$ cat src/switch_params.svh
`ifndef SWITCH_PARAMS_SVH
`define SWITCH_PARAMS_SVH

// ==================================================
// Switch dimensions
// ==================================================

// Input ports, each with its own FIFO
`define SW_NUM_PORTS 4

// Payload bits carried by one packet word
`define SW_DATA_WIDTH 16

// Entries per port FIFO, must be a power of two
`define SW_FIFO_DEPTH 8

`endif

$ cat src/switch_pkg.sv
`default_nettype none

`include "switch_params.svh"

package switch_pkg;

    // ==================================================
    // Port addressing
    // ==================================================

    // Number of one input port
    typedef logic [$clog2(`SW_NUM_PORTS)-1:0] port_idx_t;

    // One bit per input port, bit i belongs to port i
    typedef logic [`SW_NUM_PORTS-1:0] port_vec_t;

    // ==================================================
    // Packet words
    // ==================================================

    typedef struct packed {
        logic [`SW_DATA_WIDTH-1:0] data;
        logic                      last;  // Final word of the packet
    } pkt_word_t;

endpackage

`default_nettype wire

$ cat src/sw_fifo.sv
`default_nettype none

`include "switch_params.svh"

module sw_fifo #(
    parameter type payload_t = logic,
    parameter int  DEPTH     = `SW_FIFO_DEPTH
) (
    input  logic     clk,
    input  logic     rst_n,

    input  logic     wr_en,
    input  payload_t wr_data,

    input  logic     rd_en,
    output payload_t rd_data,

    output logic     empty,
    output logic     full
);

    localparam int AW = $clog2(DEPTH);

    payload_t        mem [DEPTH];
    logic     [AW:0] wr_ptr;
    logic     [AW:0] rd_ptr;

    // ==================================================
    // Pointers
    // ==================================================

    // The extra top bit tells a full buffer from an empty one
    always_ff @(posedge clk or negedge rst_n) begin
        if (!rst_n) begin
            wr_ptr <= '0;
            rd_ptr <= '0;
        end else begin
            if (wr_en) begin
                wr_ptr <= wr_ptr + 1'b1;
            end
            if (rd_en) begin
                rd_ptr <= rd_ptr + 1'b1;
            end
        end
    end

    always_ff @(posedge clk) begin
        if (wr_en) begin
            mem[wr_ptr[AW-1:0]] <= wr_data;
        end
    end

    assign rd_data = mem[rd_ptr[AW-1:0]];  // Head is visible without a pop

    assign empty = (wr_ptr == rd_ptr);
    assign full  = (wr_ptr[AW] != rd_ptr[AW]) && (wr_ptr[AW-1:0] == rd_ptr[AW-1:0]);

    // ==================================================
    // Checks
    // ==================================================

    // The writer must look at full before it writes
    a_no_write_when_full: assert property (
        @(posedge clk) disable iff (!rst_n) !(wr_en && full)
    ) else $error("sw_fifo: write while full");

    // The drain engine may only pop a FIFO that holds a word
    a_no_read_when_empty: assert property (
        @(posedge clk) disable iff (!rst_n) !(rd_en && empty)
    ) else $error("sw_fifo: read while empty");

endmodule

`default_nettype wire

$ cat src/service_ctrl.sv
`default_nettype none

`include "switch_params.svh"

module service_ctrl (
    input  logic                  clk,
    input  logic                  rst_n,

    input  switch_pkg::port_vec_t fifo_empty,
    input  logic                  drain_busy,
    input  switch_pkg::port_vec_t release_vec,

    output switch_pkg::port_idx_t grant_sel,
    output logic                  grant,
    output logic                  idle
);

    import switch_pkg::*;

    port_vec_t captured;     // Port has been seen with data and is not yet released
    port_vec_t pending;      // Captured port still waiting for its grant
    port_vec_t capture_set;
    port_vec_t grant_clr;
    port_idx_t scan_idx;
    logic      scan_hit;
    logic      grant_go;
    logic      idle_n;

    // ==================================================
    // Capture
    // ==================================================

    // A port is captured once and stays so until its packet has left
    assign capture_set = ~fifo_empty & ~captured;

    // ==================================================
    // Priority scan
    // ==================================================

    always_comb begin
        scan_hit = 1'b0;
        scan_idx = '0;
        for (int i = 0; i < `SW_NUM_PORTS; i++) begin
            if (pending[i] && !scan_hit) begin
                scan_hit = 1'b1;
                scan_idx = port_idx_t'(i);  // Lowest index wins
            end
        end
    end

    // The pulse itself also blocks, since drain_busy rises one cycle after it
    assign grant_go  = !drain_busy && !grant && scan_hit;
    assign grant_clr = grant_go ? (port_vec_t'(1) << scan_idx) : '0;

    assign idle_n = !(|pending) && !drain_busy && !grant;

    always_ff @(posedge clk or negedge rst_n) begin
        if (!rst_n) begin
            captured  <= '0;
            pending   <= '0;
            grant_sel <= '0;
            grant     <= 1'b0;
            idle      <= 1'b1;
        end else begin
            captured <= (captured | capture_set) & ~release_vec;
            pending  <= (pending | capture_set) & ~grant_clr;
            grant    <= grant_go;
            if (grant_go) begin
                grant_sel <= scan_idx;
            end
            idle <= idle_n;
        end
    end

    // Pending is only ever set together with captured and never outlives it
    a_pending_captured: assert property (
        @(posedge clk) disable iff (!rst_n) (pending & ~captured) == '0
    ) else $error("service_ctrl: pending port that is not captured");

endmodule

`default_nettype wire

$ cat src/drain_engine.sv
`default_nettype none

`include "switch_params.svh"

module drain_engine (
    input  logic                  clk,
    input  logic                  rst_n,

    input  logic                  grant,
    input  switch_pkg::port_idx_t grant_sel,

    input  switch_pkg::pkt_word_t fifo_head [`SW_NUM_PORTS],
    input  switch_pkg::port_vec_t fifo_empty,
    input  logic                  out_stall,

    output switch_pkg::port_vec_t pop,
    output switch_pkg::port_vec_t release_vec,
    output logic                  drain_busy,

    output switch_pkg::pkt_word_t out_word,
    output logic                  out_valid,
    output switch_pkg::port_idx_t out_port
);

    import switch_pkg::*;

    port_idx_t active;   // Port whose packet is being drained
    pkt_word_t head;
    port_vec_t active_bit;
    logic      pop_en;

    // ==================================================
    // Output mux and pop
    // ==================================================

    assign head       = fifo_head[active];
    assign active_bit = port_vec_t'(1) << active;

    // The FIFO may run dry in the middle of a packet while the writer catches up
    assign pop_en = drain_busy && !out_stall && !fifo_empty[active];
    assign pop    = pop_en ? active_bit : '0;

    // ==================================================
    // Control state
    // ==================================================

    always_ff @(posedge clk or negedge rst_n) begin
        if (!rst_n) begin
            drain_busy  <= 1'b0;
            active      <= '0;
            out_valid   <= 1'b0;
            release_vec <= '0;
        end else begin
            out_valid   <= pop_en;
            release_vec <= '0;
            if (grant) begin
                drain_busy <= 1'b1;
                active     <= grant_sel;
            end else if (pop_en && head.last) begin
                drain_busy  <= 1'b0;        // Packet done, controller may grant again
                release_vec <= active_bit;
            end
        end
    end

    always_ff @(posedge clk) begin
        if (pop_en) begin
            out_word <= head;
            out_port <= active;
        end
    end

    // The controller holds off while a packet is in flight
    a_no_grant_when_busy: assert property (
        @(posedge clk) disable iff (!rst_n) grant |-> !drain_busy
    ) else $error("drain_engine: grant while busy");

endmodule

`default_nettype wire

$ cat src/switch_top.sv
`default_nettype none

`include "switch_params.svh"

module switch_top (
    input  logic                  clk,
    input  logic                  rst_n,

    input  switch_pkg::pkt_word_t in_word [`SW_NUM_PORTS],
    input  switch_pkg::port_vec_t in_write,
    output switch_pkg::port_vec_t in_full,

    input  logic                  out_stall,
    output switch_pkg::pkt_word_t out_word,
    output logic                  out_valid,
    output switch_pkg::port_idx_t out_port,

    output logic                  idle
);

    import switch_pkg::*;

    port_vec_t fifo_empty;
    pkt_word_t fifo_head [`SW_NUM_PORTS];
    port_vec_t pop;
    port_vec_t release_vec;
    port_idx_t grant_sel;
    logic      grant;
    logic      drain_busy;

    // ==================================================
    // Port FIFOs
    // ==================================================

    for (genvar p = 0; p < `SW_NUM_PORTS; p++) begin : g_port
        sw_fifo #(
            .payload_t (pkt_word_t),
            .DEPTH     (`SW_FIFO_DEPTH)
        ) i_sw_fifo (
            .clk     (clk),
            .rst_n   (rst_n),
            .wr_en   (in_write[p]),
            .wr_data (in_word[p]),
            .rd_en   (pop[p]),
            .rd_data (fifo_head[p]),
            .empty   (fifo_empty[p]),
            .full    (in_full[p])
        );
    end

    // ==================================================
    // Scheduling and output
    // ==================================================

    service_ctrl i_service_ctrl (
        .clk         (clk),
        .rst_n       (rst_n),
        .fifo_empty  (fifo_empty),
        .drain_busy  (drain_busy),
        .release_vec (release_vec),
        .grant_sel   (grant_sel),
        .grant       (grant),
        .idle        (idle)
    );

    drain_engine i_drain_engine (
        .clk         (clk),
        .rst_n       (rst_n),
        .grant       (grant),
        .grant_sel   (grant_sel),
        .fifo_head   (fifo_head),
        .fifo_empty  (fifo_empty),
        .out_stall   (out_stall),
        .pop         (pop),
        .release_vec (release_vec),
        .drain_busy  (drain_busy),
        .out_word    (out_word),
        .out_valid   (out_valid),
        .out_port    (out_port)
    );

endmodule

`default_nettype wire

$ cat config.mk
export PLATFORM = sky130hd
export DESIGN_NAME = switch_top
export DESIGN_NICKNAME = d
export VERILOG_FILES = /design/src/switch_pkg.sv /design/src/sw_fifo.sv /design/src/service_ctrl.sv /design/src/drain_engine.sv /design/src/switch_top.sv
export VERILOG_INCLUDE_DIRS = /design/src
export SDC_FILE = /design/constraint.sdc
export NUM_CORES = 1
export LEC_CHECK = 0
export BUFFER_PORTS_ARGS = -buffer_cell sky130_fd_sc_hd__buf_2
export CORE_MARGIN = 8
export CORE_UTILIZATION = 64
export CTS_BUF_LIST = sky130_fd_sc_hd__clkbuf_4 sky130_fd_sc_hd__clkbuf_8
export DETAILED_ROUTE_END_ITERATION = 8
export GPL_TIMING_DRIVEN = 1
export PLACE_DENSITY = 0.82
export SLEW_MARGIN = 20
export SYNTH_ARGS = -nofsm -noshare
export SYNTH_HDL_FRONTEND = slang
export SYNTH_HIERARCHICAL = 1
export SYNTH_SLANG_ARGS = --single-unit
$ cat constraint.sdc
create_clock -name clk -period 2.6 [get_ports clk]
set_input_delay 0.13 -clock clk [delete_from_list [all_inputs] [get_ports clk]]
set_output_delay 0.13 -clock clk [all_outputs]
set_load 0.03 [all_outputs]
==> results of run 1 <==
## what timing repair did
action,in CTS,in global routing
endpoints found under the hold margin,613,0
endpoints found under the setup margin,0,1
hold buffers,74,0
buffers inserted,0,5
## cells in the mapped netlist, types with 2 or more instances
| library cell | n | share of area [%] |
|---|---|---|
| and2_1 | 2 | 0.051 |
| nor3_1 | 14 | 0.29 |
| inv_1 | 8 | 0.12 |
| buf_2 | 5 | 0.10 |
| a21o_1 | 2 | 0.061 |
| xnor2_1 | 20 | 0.72 |
| mux4_2 | 37 | 3.4 |
| edfxtp_1 | 563 | 69 |
| o31ai_1 | 2 | 0.061 |
| dfrtp_1 | 51 | 5.2 |
| nand4_1 | 8 | 0.20 |
| nor4_1 | 4 | 0.10 |
| buf_6 | 17 | 0.78 |
| and3_1 | 3 | 0.077 |
| nor4b_1 | 4 | 0.14 |
| nor2_1 | 28 | 0.43 |
| ha_1 | 8 | 0.41 |
| mux2_2 | 78 | 3.6 |
| mux4_1 | 116 | 12 |
| buf_1 | 4 | 0.061 |
| clkbuf_1 | 27 | 0.41 |
| nand2b_1 | 12 | 0.31 |
| a21oi_1 | 6 | 0.12 |
| nand2_1 | 18 | 0.28 |
| xor2_1 | 20 | 0.72 |
| nor2b_1 | 2 | 0.051 |
## final timing paths
path,from,end,cells past startpoint
min in group clk,in_write[2],g_port[2].i_sw_fifo/wr_ptr[0],3
min reg2reg,i_drain_engine/release_vec[2],i_service_ctrl/captured[2],1
max in group asynchronous,rst_n,g_port[3].i_sw_fifo/rd_ptr[0],3
min,rst_n,i_drain_engine/out_valid,3
max reg2reg,g_port[1].i_sw_fifo/rd_ptr[0],i_drain_engine/out_word[16],4
max,g_port[1].i_sw_fifo/rd_ptr[0],i_drain_engine/out_word[16],4
## registers in the layout (all words and copies together) (netlist names), 4 cells and up
signal,count
g_port.i_sw_fifo/mem,544
i_service_ctrl/pending,4
i_drain_engine/out_word,17
g_port.i_sw_fifo/rd_ptr,16
i_drain_engine/release_vec,4
g_port.i_sw_fifo/wr_ptr,16
i_service_ctrl/captured,4
## final cells by class
type                            count  area share [%]
Timing Repair Buffer              258            6.97
Multi-Input combinational cell    397            20.6
Antenna cell                        3          0.0262
Clock buffer                      135            5.61
Clock inverter                     32           0.899
Sequential cell                   615            63.5
Tap cell                          511            2.23
Inverter                            8           0.105
## placed cells by master, fill, tap and decap left out, drive strengths merged, types with 2 or more instances in the layout
| cell type | instances |
|---|---|
| a21o | 3 |
| o31ai | 2 |
| nand2b | 12 |
| clkinv | 26 |
| bufinv | 4 |
| inv | 9 |
| a21oi | 6 |
| nand2 | 18 |
| mux2 | 78 |
| dlygate4sd3 | 74 |
| nor3 | 14 |
| and2 | 2 |
| edfxtp | 563 |
| clkbuf | 135 |
| dfrtp | 51 |
| diode | 3 |
| mux4 | 153 |
| nor4b | 4 |
| xor2 | 20 |
| and3 | 3 |
| nor2b | 2 |
| ha | 8 |
| nand4 | 8 |
| xnor2 | 20 |
| o21ai | 2 |
| nor4 | 4 |
| buf | 184 |
| nor2 | 28 |
## worst min-delay path, stage by stage
cell	delay, ps
dlygate4sd3_1	520
buf_2	100
buf_4	600
## report_power, final
group	internal, mW	total [mW]	switching [mW]	leakage [nW]
Sequential	12.8	13.7	0.957	5.75
Combinational	4.31	8.99	4.69	3.34
Clock	4.37	7.87	3.50	1.00
## cell families (layout without fill, tap and decap cells)
group | after synthesis | count (layout) | synth area share (%)
xor gates and xnor gates | 40 | 40 | 1.43
adders and majority gates | 8 | 8 | 0.409
DFF | 615 | 615 | 74.5
and+or+nand+nor | 101 | 101 | 2.16
AOI/OAI and AO/OA | 17 | 17 | 0.558
other | 0 | 3 | 0
muxes | 231 | 231 | 19.5
buffers and inverters | 61 | 433 | 1.48
## per-layer routing
| metal | global-route usage [%] | wire length, um |
|---|---|---|
| met1 | 30.4 | 20000 |
| met2 | 37.1 | 25400 |
| met3 | 6.49 | 4350 |
| met4 | 9.73 | 1840 |
| met5 | 0 | 26 |
## metrics by stage
stage / hold WS (ps) / setup WS, ps / util [%] / total power [mW] / std cells
after floorplan: -166 / 251 / - / 19.5 / 1073
after CTS: 182 / 4.16 / 76.0 / 30.7 / 1951
after global routing: 249 / 28.5 / 76.1 / 31.8 / 1958
final: 199 / 85.8 / 76.1 / 30.6 / 1959
after global placement: 327 / 179 / 69.1 / 22.4 / 1710
after detailed placement: 332 / 96.9 / 69.1 / 22.7 / 1710
==> run summary, run 1 <==
The run finished with clean final reports. TritonCTS created 92 clock buffers. The number of nets with antenna violations after detailed routing is 0. The top achievable clock speed is 0.398 GHz. The synthesized netlist occupies a cell area of approximately 24000 sq um. The post-synthesis cell type count came out at 40.

The routed wire length came out at 51.6 mm. Measured against its own limit, the worst slew margin works out to 44.9%. The number of global-route vias before repair came out at around 12000.

The maximum number of pins on one net before global-route repair is 53. At the worst endpoint, the required time is 2960 ps. Among all flip-flop cells after synthesis, the most frequent one is edfxtp_1. The total negative slack for setup checks is 0 ps.

The standby leakage power is 10.1 nW. The buffer and inverter count on the worst path came out at 1. The portion of the clock cycle consumed by the worst path in the final layout came out at 96.7%. The count of unresolved DRC violations after routing is 0. The congestion estimate from routability-driven global placement came to 0.807. The number of warnings printed during yosys synthesis came out at 6.

For this design the top-level I/O count stands at 100. The highest ir drop seen on vdd came out at 928 uV. The clock insertion delay at the later pin of the skew report is 640 ps. The total grt overflow is 0. Dividing the detail-routed via count by the number of cells gives around 6.1. The worst setup path is launched from a register. The clock period could shrink to approximately 2500 ps. The number of DRC markers after the initial detailed-route iteration came out at 1013. The power density normalized to cell area is 1070 nW/um^2.

Sequential cells were found to cover 74.5% of the synthesized design area. The count of final setup violators is 0. The total area of multi-input combinational cells came out at 5910 sq um.

The routed layout has 11962 vias. The critical path start-end classification is reg -> reg. In this run, synthesis inferred 563 flip-flops with an integrated enable. The clock tree synthesis step divided the H-tree into 3 levels. The final-report hold violation count came out at 0. After clock tree synthesis, the clock-pin slew on the worst setup and hold paths is 70 ps. The post-route netlist has 32.7% of its cells at a drive strength greater than 1.

The total area inside the core boundary comes to 37700 sq um. The overall die area came out at about 45000 sq um. The data arrival time of the critical path came out at 2870 ps. Dividing the detail-routed wire length by the instance count gives 26.3 um. The total of fill cells in the finished design is about 1900. Max-cap violations in this run came to 0.

The total half-perimeter wirelength after legalization and detailed placement came out at between 30 and 40 mm. The number of rows in the core area is 71. For the pin with the worst max-slew slack, the measured transition is between 800 and 900 ps.

The gate count after technology mapping came out at ~1100. The summed area of non-filler cells in the final layout is 28700 sq um. The chip height is 211 um.

TritonCTS built the clock tree. The mean post-synth cell area is 22.8 sq um. The number of synthesized register bits is 615. STA classifies the critical path endpoint as a register. Summing all placed instances gives a cell area of 26000 sq um. In this design, the largest share of critical-path delay is due to multiplexers. Among the stages of the critical path, the cell type that occurs most often is mux4_1. The final clock skew came out at 23.4 ps. The critical path goes through buf_4 -> mux4_1 -> mux2_2 -> mux4_1.

The first-pass GRT wire length is about 76 mm. Along the worst path, the maximum fanout reaches 12. The post-cts resize count is 0. In this run the horizontal extent of the chip is 211 um. The number of nets in the synthesized netlist came out at 1156. The maximum count of clock buffers along a single path came out at 3. For this run, the post-layout net count is 1455.

The total global routing track utilization came out at 23.3%. The cell sitting at the root of the clock tree is a clkbuf_8. The count of buffers inserted at the top-level ports came out at 99.

The initial antenna violation count came to 8. Setup repair after global routing left no endpoint under its margin. The first detailed-routing pass ran for 5 iterations.

Clock tree synthesis found a total of 615 sinks. The worst register-to-register path has a setup slack of ~86 ps. Summing all flip-flop and latch instances after layout gives ~18000 sq um. The tightest min-delay check is of the in -> async type. Once the floorplan was initialized, standard cells occupied ~65% of the core. The layout-stage area growth over the synthesis result is 17.3%. The max-slew violation count is 0.

The largest incremental delay on the critical path is 660 ps. On the critical path, the stage with the largest delay is an instance of mux4_1. The async set or reset register ratio after synthesis is 8.46%.
Power figures use the tool's default switching activity.
==> inputs of run 2 (changes only) <==
--- a/config.mk
+++ b/config.mk
@@ -7,11 +7,13 @@
 export NUM_CORES = 1
 export LEC_CHECK = 0
 export BUFFER_PORTS_ARGS = -buffer_cell sky130_fd_sc_hd__buf_2
+export CAP_MARGIN = 20
 export CORE_MARGIN = 8
 export CORE_UTILIZATION = 64
 export CTS_BUF_LIST = sky130_fd_sc_hd__clkbuf_4 sky130_fd_sc_hd__clkbuf_8
 export DETAILED_ROUTE_END_ITERATION = 8
 export GPL_TIMING_DRIVEN = 1
+export MAX_ROUTING_LAYER = met4
 export PLACE_DENSITY = 0.82
 export SLEW_MARGIN = 20
 export SYNTH_ARGS = -nofsm -noshare
==> run summary, run 2 (synthesized netlist as in run 1, its figures left out) <==
The total number of H-tree levels came out at 3 (unchanged). The required time at the endpoint of the critical path came out at 2950 ps (was 2960 ps). The standby leakage power came out at 10.1 nW (unchanged). The worst-case register-to-register setup slack came to 80 ps (was 90 ps). The final clock skew came to 27.2 ps (was 23.4 ps). The total number of clock tree sinks came out at 615 (unchanged). The power density normalized to cell area is 1070 nW/um^2 (about the same). Commonest non-fill, non-tap cells in the layout: edfxtp_1, mux4_1, buf_2 (unchanged). The I/O pin count came to 100 (unchanged). The global placement routability congestion was 0.819 (was 0.807). The max-slew violation count is 0 (unchanged). The total negative slack for setup checks came out at 0 ps (unchanged). The most common cell after layout, fill and taps aside is edfxtp_1 (unchanged). The buffer and inverter count on the worst path came out at 1 (unchanged).

The routed wire length was 51.6 mm (about the same). The detail-routed via count per cell came to 6.08 (was 6.11). The number of flip-flops under the largest register name was 544 (unchanged). The portion of the clock cycle consumed by the worst path in the final layout came out at 96.9% (was 96.7%). The average detailed-routed wire length per instance is 26.3 um (about the same). The die boundary width came out at 211 um (unchanged). The chip height came out at 211 um (unchanged). The first-pass GRT wire length is 76.4 mm (about the same).

Run status: completed (unchanged). The cell area reported after detailed placement came out at 26000 sq um (unchanged). The endpoint of the worst-slack reg-to-reg timing path was i_drain_engine/out_word[16] (unchanged). The number of rows in the core area came out at 71 (unchanged). The starting utilization of the core area came out at 64.9% (unchanged). The clock period minus final worst setup slack came to 2520 ps (was 2510 ps). The share of layout cells above drive strength 1 came out at 32.7% (unchanged). The initial antenna violation count is 8 (unchanged). The final instance count without filler cells was 1962 (was 1959). The summed area of non-filler cells in the final layout is 28700 sq um (about the same). The final-report hold violation count was 0 (unchanged). The count of unresolved DRC violations after routing was 0 (unchanged). The normalized max-slew margin is 45.1% (was 44.9%). The most crowded layer after global routing is met2 (unchanged). The total global routing track utilization came out at 24.1% (was 23.3%).

The count of buffers inserted at the top-level ports is 99 (unchanged). The number of cells on the critical path is 4 (unchanged). The clock-pin slew on the worst setup and hold paths is 70 ps (about the same). The met1 usage in global routing was 30.4% (about the same). The element type at the critical path start is a register (unchanged). Cell-by-cell trace of the critical path: buf_4 -> mux4_1 -> mux2_2 -> mux4_1 (unchanged). The layout-stage area growth over the synthesis result is 17.3% (about the same).

The net count of the finished layout came out at 1455 (unchanged). The critical path start-end classification is reg -> reg (unchanged). The total half-perimeter wirelength after legalization and detailed placement came out at 33.0 mm (unchanged). The number of buffers inserted during clock tree synthesis is 92 (unchanged). The overall die area came out at 44700 sq um (unchanged). The met3 usage in global routing is 6.54% (was 6.49%).

The max-cap check violation count is 0 (unchanged). The number of global-route vias before repair is 12403 (was 12426). The total grt overflow came out at 0 (unchanged). The largest incremental delay on the critical path came out at 660 ps (about the same). The total via count after detailed routing came out at 11923 (was 11962). The number of placed cells counting well taps is 1710 (unchanged). The category of cells accounting for the largest share of critical-path delay was multiplexers (unchanged).

The met2 layer usage reported by global route is 37.3% (was 37.1%). Unrepaired setup endpoints after global routing: no (unchanged). The minimum hold slack came out at 182 ps (was 199 ps). The root buffer selected by CTS is clkbuf_8 (unchanged). The total of fill cells in the finished design is 1908 (was 1911). The critical path capture point is i_drain_engine/out_word[16] (unchanged).

The cell with the most instances on the worst path is mux4_1 (unchanged). The class of the tightest hold or removal check is in -> async (unchanged). The first-pass iteration count of the detailed router is 7 (was 5). The data arrival time of the critical path is 2870 ps (about the same). The number of nets with antenna violations after detailed routing is 0 (unchanged). The depth of the most critical reg-to-reg path came to 4 (unchanged). The capturing element type of the critical path is a register (unchanged). The peak fanout along the critical path is 12 (unchanged). The source of the critical timing path is g_port[1].i_sw_fifo/rd_ptr[0] (unchanged). The clock insertion delay at the later pin of the skew report is 630 ps (was 640 ps). The maximum number of pins on one net before global-route repair came out at 53 (unchanged). The top achievable clock speed came out at 0.397 GHz (was 0.398 GHz). The maximum count of clock buffers along a single path came out at 3 (unchanged). The highest ir drop seen on vdd is 924 uV (was 928 uV). The launch instance of the worst register-to-register path was g_port[1].i_sw_fifo/rd_ptr[0] (unchanged). The CTS tree is done (unchanged). The post-cts resize count came out at 0 (unchanged). The count of final setup violators is 0 (unchanged).

The cell with the largest stage delay on the worst path was mux4_1 (unchanged). The number of DRC markers after the initial detailed-route iteration was 1053 (was 1013). The transition time at the pin with the least slew margin came out at 824 ps (was 826 ps). The core area came to 37700 sq um (unchanged).
-- run 2: cell count changes in the layout (fill, tap and decap cells not counted), sizes merged --
cell	before	now
diode	3	6
-- run 2: how the worst min path moves through the flow --
| stage | startpoint | to | slack (ps) | depth (start not counted) |
|---|---|---|---|---|
| 6_report | rst_n | i_drain_engine/out_valid | 180 | 3 |
| 5_1_grt | rst_n | i_drain_engine/out_valid | 240 | 3 |
| 4_1_cts | rst_n | g_port[1].i_sw_fifo/rd_ptr[2] | 180 | 3 |
| 3_5_place_dp | rst_n | g_port[1].i_sw_fifo/rd_ptr[2] | 330 | 2 |
| 3_3_place_gp | rst_n | g_port[1].i_sw_fifo/rd_ptr[2] | 330 | 2 |
| 2_1_floorplan | rst_n | g_port[0].i_sw_fifo/rd_ptr[0] | -170 | 0 |
-- run 2: stage by stage --
stage / power (mW) / util (%) / setup WS, ps
3_3_place_gp: 22.4 / 69.1 / 179
2_1_floorplan: 19.5 / - / 251
3_5_place_dp: 22.7 / 69.1 / 96.9
6_report: 30.6 / 76.1 / 81.2
4_1_cts: 30.7 / 76.0 / 4.16
5_1_grt: 31.8 / 76.1 / 28.5
-- run 2: report_power, final --
part / total, mW / switching (mW) / internal [mW]
Clock: 7.87 / 3.49 / 4.37
Combinational: 8.99 / 4.68 / 4.31
Sequential: 13.7 / 0.965 / 12.8
-- run 2: layout make-up --
class,instances,area [sq um],share of cell area [%]
Sequential cell,615,18200,63.5
Inverter,8,30.0,0.105
Antenna cell,6,15.0,0.0524
Multi-Input combinational cell,397,5910,20.6
Timing Repair Buffer,258,2000,6.97
Clock buffer,135,1610,5.61
Clock inverter,32,258,0.899
Tap cell,511,639,2.23
-- run 2: worst register-to-register path, stage by stage, from the launching register on --
cell	delay [ps]
dfrtp_2	490
buf_4	290
mux4_1	670
mux2_2	300
mux4_1	500
-- run 2: timing repair --
| action | CTS | global route |
|---|---|---|
| setup buffers | 0 | 5 |
| setup endpoints to repair | 0 | 1 |
| hold buffers | 74 | 0 |
| endpoints found under the hold margin | 613 | 0 |
-- run 2: metal layers --
layer	routed length, um	vias up
li1	-	5173
met1	20200	6104
met2	25400	549
met3	4220	97
met4	1810	0
met5	0	-
